===== src/hw/busPkg.sv =====
package busPkg;

  // ####################################################################
  // Bus word and arbitration definitions
  // ####################################################################

  localparam int addressDataWidth = 32;

  // Index of one request bit in the request vector
  typedef logic [1:0] busMasterIndex;

  // Priority order of the masters, a higher index wins the bus
  localparam busMasterIndex dcacheMaster  = 2'd3;
  localparam busMasterIndex icacheMaster  = 2'd2;
  localparam busMasterIndex displayMaster = 2'd1;
  localparam busMasterIndex cameraMaster  = 2'd0;

  // Silent cycles a granted master may spend before the watchdog fires
  localparam int defaultBusTimeoutCycles = 16;

endpackage


===== src/hw/instructionPkg.sv =====
package instructionPkg;

  // ####################################################################
  // Custom-instruction interface of the core
  // ####################################################################

  localparam int ciNumberWidth = 8;
  localparam int ciDataWidth   = 32;

  // Operand and result word
  typedef logic [ciDataWidth-1:0] ciWord;

  // Instruction numbers decoded on ciN
  localparam logic [ciNumberWidth-1:0] swapInstructionNr  = 8'd1;
  localparam logic [ciNumberWidth-1:0] identInstructionNr = 8'd4;
  localparam logic [ciNumberWidth-1:0] delayInstructionNr = 8'd6;

  // Byte swap modes, taken from bit 0 of ciDataB
  localparam logic swapModeFull = 1'b0;
  localparam logic swapModeHalf = 1'b1;

endpackage


===== src/hw/resetSequencer.sv =====
`timescale 1ns/1ps

module resetSequencer (
  input  logic s_systemClock,
  input  logic s_pllLocked,
  output logic systemReset,
  output logic camnReset
);

  // The top bit sets after sixteen clocks of lock and then freezes the count
  logic [4:0] resetCount;

  always_ff @(posedge s_systemClock or negedge s_pllLocked) begin
    if (!s_pllLocked) begin
      resetCount <= 5'd0;
    end else if (!resetCount[4]) begin
      resetCount <= resetCount + 5'd1;
    end
  end

  assign camnReset   = resetCount[4];
  assign systemReset = ~resetCount[4];

endmodule


===== src/hw/delayInstruction.sv =====
`timescale 1ns/1ps

module delayInstruction
  import instructionPkg::*;
#(
  parameter int CyclesPerMicrosecond = 25
) (
  input  logic                     s_systemClock,
  input  logic                     systemReset,
  input  logic                     ciStart,
  input  logic [ciNumberWidth-1:0] ciN,
  input  ciWord                    ciDataA,
  output logic                     ciDone,
  output ciWord                    ciResult
);

  localparam int PrescaleWidth = (CyclesPerMicrosecond > 1) ? $clog2(CyclesPerMicrosecond) : 1;
  localparam logic [PrescaleWidth-1:0] PrescaleTop = PrescaleWidth'(CyclesPerMicrosecond - 1);

  logic                     delayBusy;
  ciWord                    microsecondCount;
  logic [PrescaleWidth-1:0] prescaleCount;
  logic                     startDelay;
  logic                     delayExpired;

  // A start while a delay runs is dropped
  assign startDelay   = ciStart && (ciN == delayInstructionNr) && !delayBusy;
  assign delayExpired = delayBusy && (microsecondCount == '0) && (prescaleCount == '0);

  // ####################################################################
  // Microsecond counter with its cycle prescaler
  // ####################################################################

  always_ff @(posedge s_systemClock or posedge systemReset) begin
    if (systemReset) begin
      delayBusy        <= 1'b0;
      microsecondCount <= '0;
      prescaleCount    <= '0;
    end else if (startDelay) begin
      delayBusy <= 1'b1;
      // A zero delay still takes one cycle
      if (ciDataA == '0) begin
        microsecondCount <= '0;
        prescaleCount    <= '0;
      end else begin
        microsecondCount <= ciDataA - 1'b1;
        prescaleCount    <= PrescaleTop;
      end
    end else if (delayExpired) begin
      delayBusy <= 1'b0;
    end else if (delayBusy) begin
      if (prescaleCount == '0) begin
        prescaleCount    <= PrescaleTop;
        microsecondCount <= microsecondCount - 1'b1;
      end else begin
        prescaleCount <= prescaleCount - 1'b1;
      end
    end
  end

  assign ciDone   = delayExpired;
  assign ciResult = '0;

endmodule


===== src/hw/instructionDispatch.sv =====
`timescale 1ns/1ps

module instructionDispatch
  import instructionPkg::*;
#(
  parameter int ClockFrequencyInHz   = 25_000_000,
  parameter int CyclesPerMicrosecond = 25
) (
  input  logic                     s_systemClock,
  input  logic                     systemReset,
  input  logic                     ciStart,
  input  logic [ciNumberWidth-1:0] ciN,
  input  ciWord                    ciDataA,
  input  ciWord                    ciDataB,
  output logic                     ciDone,
  output ciWord                    ciResult
);

  localparam ciWord IdentValue = ciWord'(ClockFrequencyInHz);

  logic  swapSelected;
  logic  identSelected;
  ciWord swapResult;
  ciWord swapContribution;
  ciWord identContribution;
  logic  delayDone;
  ciWord delayResult;

  // ####################################################################
  // Single-cycle instructions
  // ####################################################################

  // Both answer in the start cycle, and not at all while in reset
  assign swapSelected  = ciStart && !systemReset && (ciN == swapInstructionNr);
  assign identSelected = ciStart && !systemReset && (ciN == identInstructionNr);

  always_comb begin
    case (ciDataB[0])
      swapModeHalf: swapResult = {ciDataA[23:16], ciDataA[31:24], ciDataA[7:0], ciDataA[15:8]};
      swapModeFull: swapResult = {ciDataA[7:0], ciDataA[15:8], ciDataA[23:16], ciDataA[31:24]};
      default:      swapResult = '0;
    endcase
  end

  assign swapContribution  = swapSelected ? swapResult : '0;
  assign identContribution = identSelected ? IdentValue : '0;

  // ####################################################################
  // Multi-cycle instructions
  // ####################################################################

  delayInstruction #(
    .CyclesPerMicrosecond(CyclesPerMicrosecond)
  ) delayUnit (
    .s_systemClock(s_systemClock),
    .systemReset  (systemReset),
    .ciStart      (ciStart),
    .ciN          (ciN),
    .ciDataA      (ciDataA),
    .ciDone       (delayDone),
    .ciResult     (delayResult)
  );

  // Idle units keep their lines at zero, so a plain OR merges them
  assign ciDone   = swapSelected | identSelected | delayDone;
  assign ciResult = swapContribution | identContribution | delayResult;

endmodule


===== src/hw/busArbiter.sv =====
`timescale 1ns/1ps

module busArbiter
  import busPkg::*;
#(
  parameter int NumberOfMasters  = 4,
  parameter int BusTimeoutCycles = 16
) (
  input  logic                       s_systemClock,
  input  logic                       systemReset,
  input  logic [NumberOfMasters-1:0] busRequests,
  input  logic                       beginTransaction,
  input  logic                       endTransactionIn,
  input  logic                       dataValid,
  output logic [NumberOfMasters-1:0] busGrants,
  output logic                       busIdle,
  output logic                       busError,
  output logic                       endTransactionOut
);

  localparam int CountWidth = $clog2(BusTimeoutCycles + 1);
  localparam logic [CountWidth-1:0] TimeoutValue = CountWidth'(BusTimeoutCycles);
  localparam logic [NumberOfMasters-1:0] GrantOne = NumberOfMasters'(1);

  logic [NumberOfMasters-1:0] grantReg;
  logic [NumberOfMasters-1:0] nextGrant;
  busMasterIndex              pickIndex;
  logic                       idle;
  logic                       busActivity;
  logic                       timeout;
  logic [CountWidth-1:0]      watchdogCount;

  // ####################################################################
  // Priority pick
  // ####################################################################

  // Later iterations overwrite earlier ones, so the highest index wins
  always_comb begin
    pickIndex = '0;
    for (int i = 0; i < NumberOfMasters; i++) begin
      if (busRequests[i]) begin
        pickIndex = busMasterIndex'(i);
      end
    end
  end

  assign nextGrant = GrantOne << pickIndex;
  assign idle      = (grantReg == '0);

  // ####################################################################
  // Grant register
  // ####################################################################

  // The owner keeps the bus until it ends the transaction or times out
  always_ff @(posedge s_systemClock or posedge systemReset) begin
    if (systemReset) begin
      grantReg <= '0;
    end else if (idle) begin
      if (|busRequests) begin
        grantReg <= nextGrant;
      end
    end else if (endTransactionIn || timeout) begin
      grantReg <= '0;
    end
  end

  // ####################################################################
  // Transaction watchdog
  // ####################################################################

  assign busActivity = beginTransaction | dataValid;
  assign timeout     = !idle && (watchdogCount == TimeoutValue);

  always_ff @(posedge s_systemClock or posedge systemReset) begin
    if (systemReset) begin
      watchdogCount <= '0;
    end else if (idle || busActivity || endTransactionIn || timeout) begin
      watchdogCount <= '0;
    end else begin
      watchdogCount <= watchdogCount + 1'b1;
    end
  end

  assign busGrants         = grantReg;
  assign busIdle           = idle;
  // The arbiter closes a stalled transaction itself
  assign busError          = timeout;
  assign endTransactionOut = timeout;

endmodule


===== src/hw/or1420Subsystem.sv =====
`timescale 1ns/1ps

module or1420Subsystem
  import busPkg::*, instructionPkg::*;
#(
  parameter int ClockFrequencyInHz   = 25_000_000,
  parameter int CyclesPerMicrosecond = 25,
  parameter int BusTimeoutCycles     = defaultBusTimeoutCycles,
  parameter int NumberOfMasters      = 4
) (
  input  logic                       s_systemClock,
  input  logic                       s_pllLocked,

  input  logic                       ciStart,
  input  logic [ciNumberWidth-1:0]   ciN,
  input  ciWord                      ciDataA,
  input  ciWord                      ciDataB,
  output logic                       ciDone,
  output ciWord                      ciResult,

  input  logic [NumberOfMasters-1:0] busRequests,
  input  logic                       beginTransaction,
  input  logic                       endTransactionIn,
  input  logic                       dataValid,
  output logic [NumberOfMasters-1:0] busGrants,
  output logic                       busIdle,
  output logic                       busError,
  output logic                       endTransactionOut,

  output logic                       camnReset
);

  logic systemReset;

  // ####################################################################
  // Reset release after clock lock
  // ####################################################################

  resetSequencer resetSeq (
    .s_systemClock(s_systemClock),
    .s_pllLocked  (s_pllLocked),
    .systemReset  (systemReset),
    .camnReset    (camnReset)
  );

  // ####################################################################
  // Custom instructions
  // ####################################################################

  instructionDispatch #(
    .ClockFrequencyInHz  (ClockFrequencyInHz),
    .CyclesPerMicrosecond(CyclesPerMicrosecond)
  ) ciUnits (
    .s_systemClock(s_systemClock),
    .systemReset  (systemReset),
    .ciStart      (ciStart),
    .ciN          (ciN),
    .ciDataA      (ciDataA),
    .ciDataB      (ciDataB),
    .ciDone       (ciDone),
    .ciResult     (ciResult)
  );

  // ####################################################################
  // Bus arbitration
  // ####################################################################

  busArbiter #(
    .NumberOfMasters (NumberOfMasters),
    .BusTimeoutCycles(BusTimeoutCycles)
  ) arbiter (
    .s_systemClock    (s_systemClock),
    .systemReset      (systemReset),
    .busRequests      (busRequests),
    .beginTransaction (beginTransaction),
    .endTransactionIn (endTransactionIn),
    .dataValid        (dataValid),
    .busGrants        (busGrants),
    .busIdle          (busIdle),
    .busError         (busError),
    .endTransactionOut(endTransactionOut)
  );

endmodule


===== config.mk =====
export PLATFORM = sky130hd
export DESIGN_NAME = or1420Subsystem
export DESIGN_NICKNAME = d
export VERILOG_FILES = /design/src/hw/busPkg.sv /design/src/hw/instructionPkg.sv /design/src/hw/resetSequencer.sv /design/src/hw/delayInstruction.sv /design/src/hw/instructionDispatch.sv /design/src/hw/busArbiter.sv /design/src/hw/or1420Subsystem.sv
export SDC_FILE = /design/constraint.sdc
export NUM_CORES = 1
export LEC_CHECK = 0
export BUFFER_PORTS_ARGS = -buffer_cell sky130_fd_sc_hd__buf_2
export CORE_MARGIN = 4
export CORE_UTILIZATION = 39
export DETAILED_ROUTE_END_ITERATION = 12
export GPL_ROUTABILITY_DRIVEN = 0
export PLACE_DENSITY = 0.69
export SLEW_MARGIN = 15
export SYNTH_ARGS = -nofsm -noshare
export SYNTH_HDL_FRONTEND = slang
export SYNTH_SLANG_ARGS = --single-unit

===== constraint.sdc =====
create_clock -name s_systemClock -period 5.11 [get_ports s_systemClock]
set_clock_uncertainty 0.05 [all_clocks]
set_input_delay 0.511 -clock s_systemClock [delete_from_list [all_inputs] [get_ports s_systemClock]]
set_output_delay 0.511 -clock s_systemClock [all_outputs]
set_load 0.05 [all_outputs]

==> flow_metrics.tcl, run 1 <==
set metrics [dict create \
    cellPowerDensity_nw_per_um2 222 \
    tightestPinTransition_ns 1.08 \
    cp_data_required_time_ns 4.55 \
    die_w_um 113 \
    finalMaxSlewViolations 0 \
    synth_edf_count 0 \
    final_antenna_net_count 0 \
    drt_iter0_drc 455 \
    yosys_warnings 0 \
    cp-start-kind "primary input" \
    final_cell_area_um2 4950 \
    post_dp_cell_area_um2 4830 \
    dpl_worst_slack_ns 1.48 \
    hp-class "primary input to flip-flop" \
    pin_count 123 \
    cts.sink_count 52 \
    synth_top_cell_by_area "dfrtp_1" \
    yosys_most_used_dff "dfrtp_1" \
    post_cts_buffers 0 \
    synth_nets 639 \
    finalHoldViolations 0 \
    fin_crit_sh 0.718 \
    nets 713 \
    ys_top_cells_by_area "dfrtp_1 (30%), mux2i_1 (7.7%), nor2_1 (7.0%)" \
    htreeDepth 2 \
    cpMostUsedCell "buf_2" \
    cts_root_buffer "clkbuf_8" \
    die_h_um 113 \
    fp.coreArea_um2 10800 \
    wl_per_cell_um 17.1 \
    cts.clk_slew.worst_paths_ns 0.10 \
    grt_usage 0.202 \
    synth-seq-cells 52 \
    vias 4582 \
    n_antenna_cell 0 \
    status "complete, no violations" \
    dieArea_um2 12800 \
    grt-ovfl-total 0 \
    area_delta_synth_final_pct 15.3 \
    cts_tree "built" \
    cp_max_fo 33 \
    async_flop_share 1.00 \
    post-place-cells 756 \
    syn_inst 550 \
    netlist_area_um2 4300 \
    row_count 38 \
    crit_path_end_kind "output port" \
    maxSlewHeadroom 0.278 \
    rsz0062_at_grt "false" \
    grt_start_max_net_pins 54 \
    worstSkewPairLatency_ns 0.31 \
    period_needed_ns 3.67 \
    ir_drop_uv 265 \
    max_stage_delay_ns 0.78 \
    grt_pass1_vias 4372 \
    hpwlAfterDp_mm 9.92 \
    drt-total-wl_mm 13.1 \
    crit_path_cell_trace "buf_2 -> nor4_1 -> nand2_1 -> nor3b_1 -> nand3b_1 -> o21ai_0 -> buf_2" \
    setup_ws_ns 1.44 \
    finalSetupTns_ns 0 \
    yosysSeqAreaShare 0.303 \
    ys_types 58 \
    synth.top_cell.area_share 0.303 \
    p_leak_uw 0.00213 \
    vias_per_cell 5.99 \
    layout-drive-gt1-share 0.189 \
    cts_inserted_buffers 5 \
    stdcell_count 765 \
    grt_pass1_wl_mm 21.4 \
    clockBufferDepth 2 \
    antenna_found_initial 0 \
    syn_area_per_cell_um2 7.81 \
    fmax_mhz 273 \
    firstDrtPassIters 5 \
    drc_errors 0 \
    critPathSlowestCell "nand3b_1" \
    start_util 0.398 \
    path_class "primary input to output port" \
    setup_viol 0 \
    crit_arrival_ns 3.11 \
    port_buffers 91 \
    drv_cap 0 \
]
[logic make-up after synthesis]
group	synth area share
buffers and inverters	0.0454
adders and majority gates	0.0204
muxes	0.0900
AOI/OAI and AO/OA	0.184
DFF	0.303
and+or+nand+nor	0.303
xor gates and xnor gates	0.0550
[layout by cell type, fill, tap and decap left out, types with 3 or more instances in the layout]
| cell type | Yosys | final |
|---|---|---|
| a21oi_1 | 24 | 24 |
| a22o_1 | 3 | 3 |
| a22oi_1 | 4 | 4 |
| a31oi_1 | 14 | 14 |
| and3_1 | 3 | 3 |
| and4_1 | 3 | 3 |
| buf_2 | 3 | 91 |
| buf_4 | 2 | 5 |
| clkbuf_8 | 0 | 5 |
| dfrtp_1 | 52 | 51 |
| ha_1 | 7 | 7 |
| inv_1 | 17 | 17 |
| mux2_2 | 5 | 5 |
| mux2i_1 | 33 | 33 |
| nand2_1 | 33 | 33 |
| nand2b_1 | 6 | 6 |
| nand3_1 | 23 | 23 |
| nand3b_1 | 4 | 4 |
| nand4_1 | 7 | 7 |
| nand4b_1 | 4 | 4 |
| nor2_1 | 80 | 79 |
| nor2b_1 | 4 | 4 |
| nor3_1 | 23 | 23 |
| nor3b_1 | 3 | 3 |
| nor4_1 | 21 | 21 |
| nor4b_1 | 3 | 3 |
| o211ai_1 | 4 | 4 |
| o21ai_0 | 59 | 59 |
| o31a_1 | 3 | 3 |
| o31ai_1 | 5 | 5 |
| or3_1 | 10 | 10 |
| or4_1 | 7 | 7 |
| xnor2_1 | 15 | 15 |
| xor2_1 | 12 | 12 |
[cell usage after synthesis (14+ instances only)]
cell type / number
nand3_1: 23
dfrtp_1: 52
xnor2_1: 15
a31oi_1: 14
clkbuf_1: 21
o21ai_0: 59
nor4_1: 21
nor2_1: 80
nand2_1: 33
inv_1: 17
mux2i_1: 33
nor3_1: 23
a21oi_1: 24
[report_power, final]
group / total (uW) / internal, uW / switching (uW)
Clock: 286 / 146 / 140
Combinational: 327 / 118 / 209
Sequential: 487 / 454 / 32.7
Total: 1100 / 718 / 382
[cell type report]
cell class              instances  area (um^2)
clock inverters                 2         35.0
multi-input cells             451         2800
clock buffers                   6         72.6
fillers                      1055         5840
repair buffers                 97          503
well taps                     140          175
inverters                      17         63.8
flip-flops and latches         52         1300
[worst max-delay path: cells and delay by family]
family	cells	cell delay, ns
AO/OA/AOI/OAI	1	0.46
buffers and inverters	2	0.42
AND/OR/NAND/NOR	4	1.69
[path summary, 6_finish.rpt]
| path | from | endpoint | slack, ns | cells after the start |
|---|---|---|---|---|
| worst max register to register | ciUnits.delayUnit.prescaleCount[0]$_DFFE_PN0P_ | ciUnits.delayUnit.microsecondCount[25]$_DFFE_PN0P_ | 1.58 | 8 |
| worst min register to register | resetSeq.resetCount[4]$_DFF_PN0_ | ciUnits.delayUnit.microsecondCount[7]$_DFFE_PN0P_ | 0.41 | 1 |
| worst min-delay path | busRequests[1] | arbiter.busGrants[1]$_DFFE_PN0P_ | 0.40 | 2 |
| max in group asynchronous | resetSeq.resetCount[4]$_DFF_PN0_ | ciUnits.delayUnit.microsecondCount[13]$_DFFE_PN0P_ | 4.17 | 1 |
| worst max-delay path | ciN[5] | ciResult[6] | 1.44 | 7 |
| min in group asynchronous | resetSeq.resetCount[4]$_DFF_PN0_ | ciUnits.delayUnit.microsecondCount[7]$_DFFE_PN0P_ | 0.41 | 1 |
[layer usage]
layer,global-route usage,wire length [um],vias up
met2,0.338,6000,244
met4,0.0753,371,0
met5,0,0,-
met1,0.267,5700,2130
met3,0.0246,995,31
li1,-,-,2177
[metrics by stage]
step	utilization	hold WS, ns	total power, uW
3_3_place_gp	0.448	0.279	806
5_1_grt	0.459	0.390	1160
6_report	0.459	0.403	1100
2_1_floorplan	-	0.165	719
3_5_place_dp	0.448	0.282	817
4_1_cts	0.459	0.391	1100
[sequential cells by signal (all words and copies together) (netlist names)]
register                            cells
arbiter.busGrants                       4
arbiter.watchdogCount                   5
ciUnits.delayUnit.delayBusy             1
ciUnits.delayUnit.microsecondCount     32
ciUnits.delayUnit.prescaleCount         5
resetSeq.resetCount                     5
[what timing repair did]
item                                   4_1_cts  5_1_grt
gates resized for setup                      0        0
hold buffers                                 1        0
endpoints found under the hold margin        5        0
(Power assumes the default switching activity.)
==> inputs of run 2 (changes only) <==
--- a/config.mk
+++ b/config.mk
@@ -10,7 +10,7 @@
 export CORE_UTILIZATION = 39
 export DETAILED_ROUTE_END_ITERATION = 12
 export GPL_ROUTABILITY_DRIVEN = 0
-export PLACE_DENSITY = 0.69
+export PLACE_DENSITY = 0.71
 export SLEW_MARGIN = 15
 export SYNTH_ARGS = -nofsm -noshare
 export SYNTH_HDL_FRONTEND = slang
==> constraint.sdc (replaced) <==
create_clock -name s_systemClock -period 3 [get_ports s_systemClock]
set_clock_uncertainty 0.05 [all_clocks]
set_input_delay 0.3 -clock s_systemClock [delete_from_list [all_inputs] [get_ports s_systemClock]]
set_output_delay 0.3 -clock s_systemClock [all_outputs]
set_load 0.05 [all_outputs]
==> run 2 against run 1 <==
Against the previous run:
- via count up 2.4%
- power grew 67%
- first-iteration DRC count shrank 16%
- sequential share of layout area is 0.69 points lower
- flip-flop and latch count did not move
- largest power group unchanged
==> flow_metrics.tcl, run 2 (synthesis results as in run 1) <==
set metrics [dict create \
    port_buffers 91 \
    crit_arrival_ns 2.57 \
    grt-ovfl-total 0 \
    grt_pass1_vias 4423 \
    row_count 38 \
    drv_cap 0 \
    finalSetupTns_ns 0 \
    cts.sink_count 52 \
    p_leak_uw 0.00221 \
    status "complete, no violations" \
    vias 4690 \
    cts.clk_slew.worst_paths_ns 0.10 \
    grt_start_max_net_pins 54 \
    fin_crit_sh 0.974 \
    post-place-cells 771 \
    top_register "ciUnits.delayUnit.microsecondCount" \
    start_util 0.398 \
    worstSkewPairLatency_ns 0.32 \
    die_w_um 113 \
    stdcell_count 784 \
    crit_path_end_kind "output port" \
    mostFrequentLayoutCells "buf_2 (90), nor2_1 (79), o21ai_0 (59), dfrtp_1 (51)" \
    largest_reg_flops 32 \
    htreeDepth 2 \
    drt_iter0_drc 380 \
    die_h_um 113 \
    fmax_mhz 342 \
    maxSlewHeadroom 0.465 \
    dieArea_um2 12800 \
    hpwlAfterDp_mm 10.3 \
    drt-total-wl_mm 13.4 \
    tightestPinTransition_ns 0.799 \
    hp-class "primary input to flip-flop" \
    cp_data_required_time_ns 2.65 \
    cp-start-kind "flip-flop" \
    period_needed_ns 2.92 \
    area_delta_synth_final_pct 18.4 \
    path_class "flip-flop to output port" \
    clockBufferDepth 2 \
    final_core_util 0.471 \
    cts_root_buffer "clkbuf_8" \
    final_antenna_net_count 0 \
    antenna_found_initial 0 \
    layout-drive-gt1-share 0.214 \
    firstDrtPassIters 5 \
    ir_drop_uv 298 \
    grt_usage 0.205 \
    final_common_cell "buf_2" \
    grt_pass1_wl_mm 21.7 \
    finalHoldViolations 0 \
    drc_errors 0 \
    nets 732 \
    fp.coreArea_um2 10800 \
    cts_inserted_buffers 5 \
    cp_max_fo 4 \
    vias_per_cell 5.98 \
    pin_count 123 \
    setup_viol 0 \
    wl_per_cell_um 17.1 \
    cts_tree "built" \
    finalMaxSlewViolations 0 \
    n_antenna_cell 0 \
    cellPowerDensity_nw_per_um2 361 \
]
==> run 2: layout make-up <==
class                      instances  area [um^2]
multi-input combinational        451         2800
timing repair buffer             116          652
inverter                          17         63.8
clock buffer                       5         68.8
tap                              140          175
fill                            1043         5700
sequential                        52         1300
clock inverter                     3         23.8
==> run 2: repair_timing <==
action / CTS / global route
endpoints found under the hold margin: 5 / 0
endpoints found under the setup margin: 1 / 6
hold buffers: 1 / 0
gates resized for setup: 3 / 0
pin swaps: 0 / 2
setup buffers: 0 / 4
==> run 2: per-stage QoR <==
stage | area [um^2] | hold slack, ns | power [uW] | setup slack (ns)
finish | 5090 | 0.185 | 1830 | 0.0787
detailed placement | 4950 | 0.0697 | 1420 | 0.136
floorplan | 4300 | -0.0456 | 1220 | -0.240
CTS | 5060 | 0.173 | 1840 | 0.0167
global placement | 4950 | 0.0686 | 1390 | 0.183
global route | 5090 | 0.166 | 1930 | -0.00824
==> run 2: critical path, stage by stage (launching register included) <==
cell     delay [ns]
dfrtp_1        0.43
or4_4          0.58
or4b_4         0.61
nor2_2         0.16
nand4_1        0.16
nand3_1        0.13
buf_6          0.18
==> run 2: final timing paths <==
| check | slack [ns] | startpoint | to | cells past startpoint |
|---|---|---|---|---|
| setup / recovery | 0.08 | ciUnits.delayUnit.microsecondCount[10]$_DFFE_PN0P_ | ciDone | 6 |
| hold / removal | 0.19 | busRequests[2] | arbiter.busGrants[2]$_DFFE_PN0P_ | 2 |
| setup reg to reg | 0.16 | ciUnits.delayUnit.microsecondCount[10]$_DFFE_PN0P_ | ciUnits.delayUnit.microsecondCount[2]$_DFFE_PN0P_ | 7 |
| hold reg to reg | 0.41 | resetSeq.resetCount[4]$_DFF_PN0_ | ciUnits.delayUnit.prescaleCount[3]$_DFFE_PN0P_ | 1 |
| max in group asynchronous | 2.05 | resetSeq.resetCount[4]$_DFF_PN0_ | ciUnits.delayUnit.microsecondCount[28]$_DFFE_PN0P_ | 1 |
| min in group asynchronous | 0.27 | s_pllLocked | resetSeq.resetCount[3]$_DFFE_PN0N_ | 2 |
==> run 2: layer usage <==
layer  vias to the layer above  track usage  wire, um
met4                         0       0.0689       261
li1                       2206            -         -
met2                       278        0.341      6100
met3                        29       0.0342      1210
met5                         -            0         0
met1                      2177        0.270      5830
==> run 2: power by group <==
group	internal (uW)	leakage, uW	switching, uW
Combinational	213	0.00155	367
Sequential	773	0.000620	60.5
Clock	166	0.0000404	254
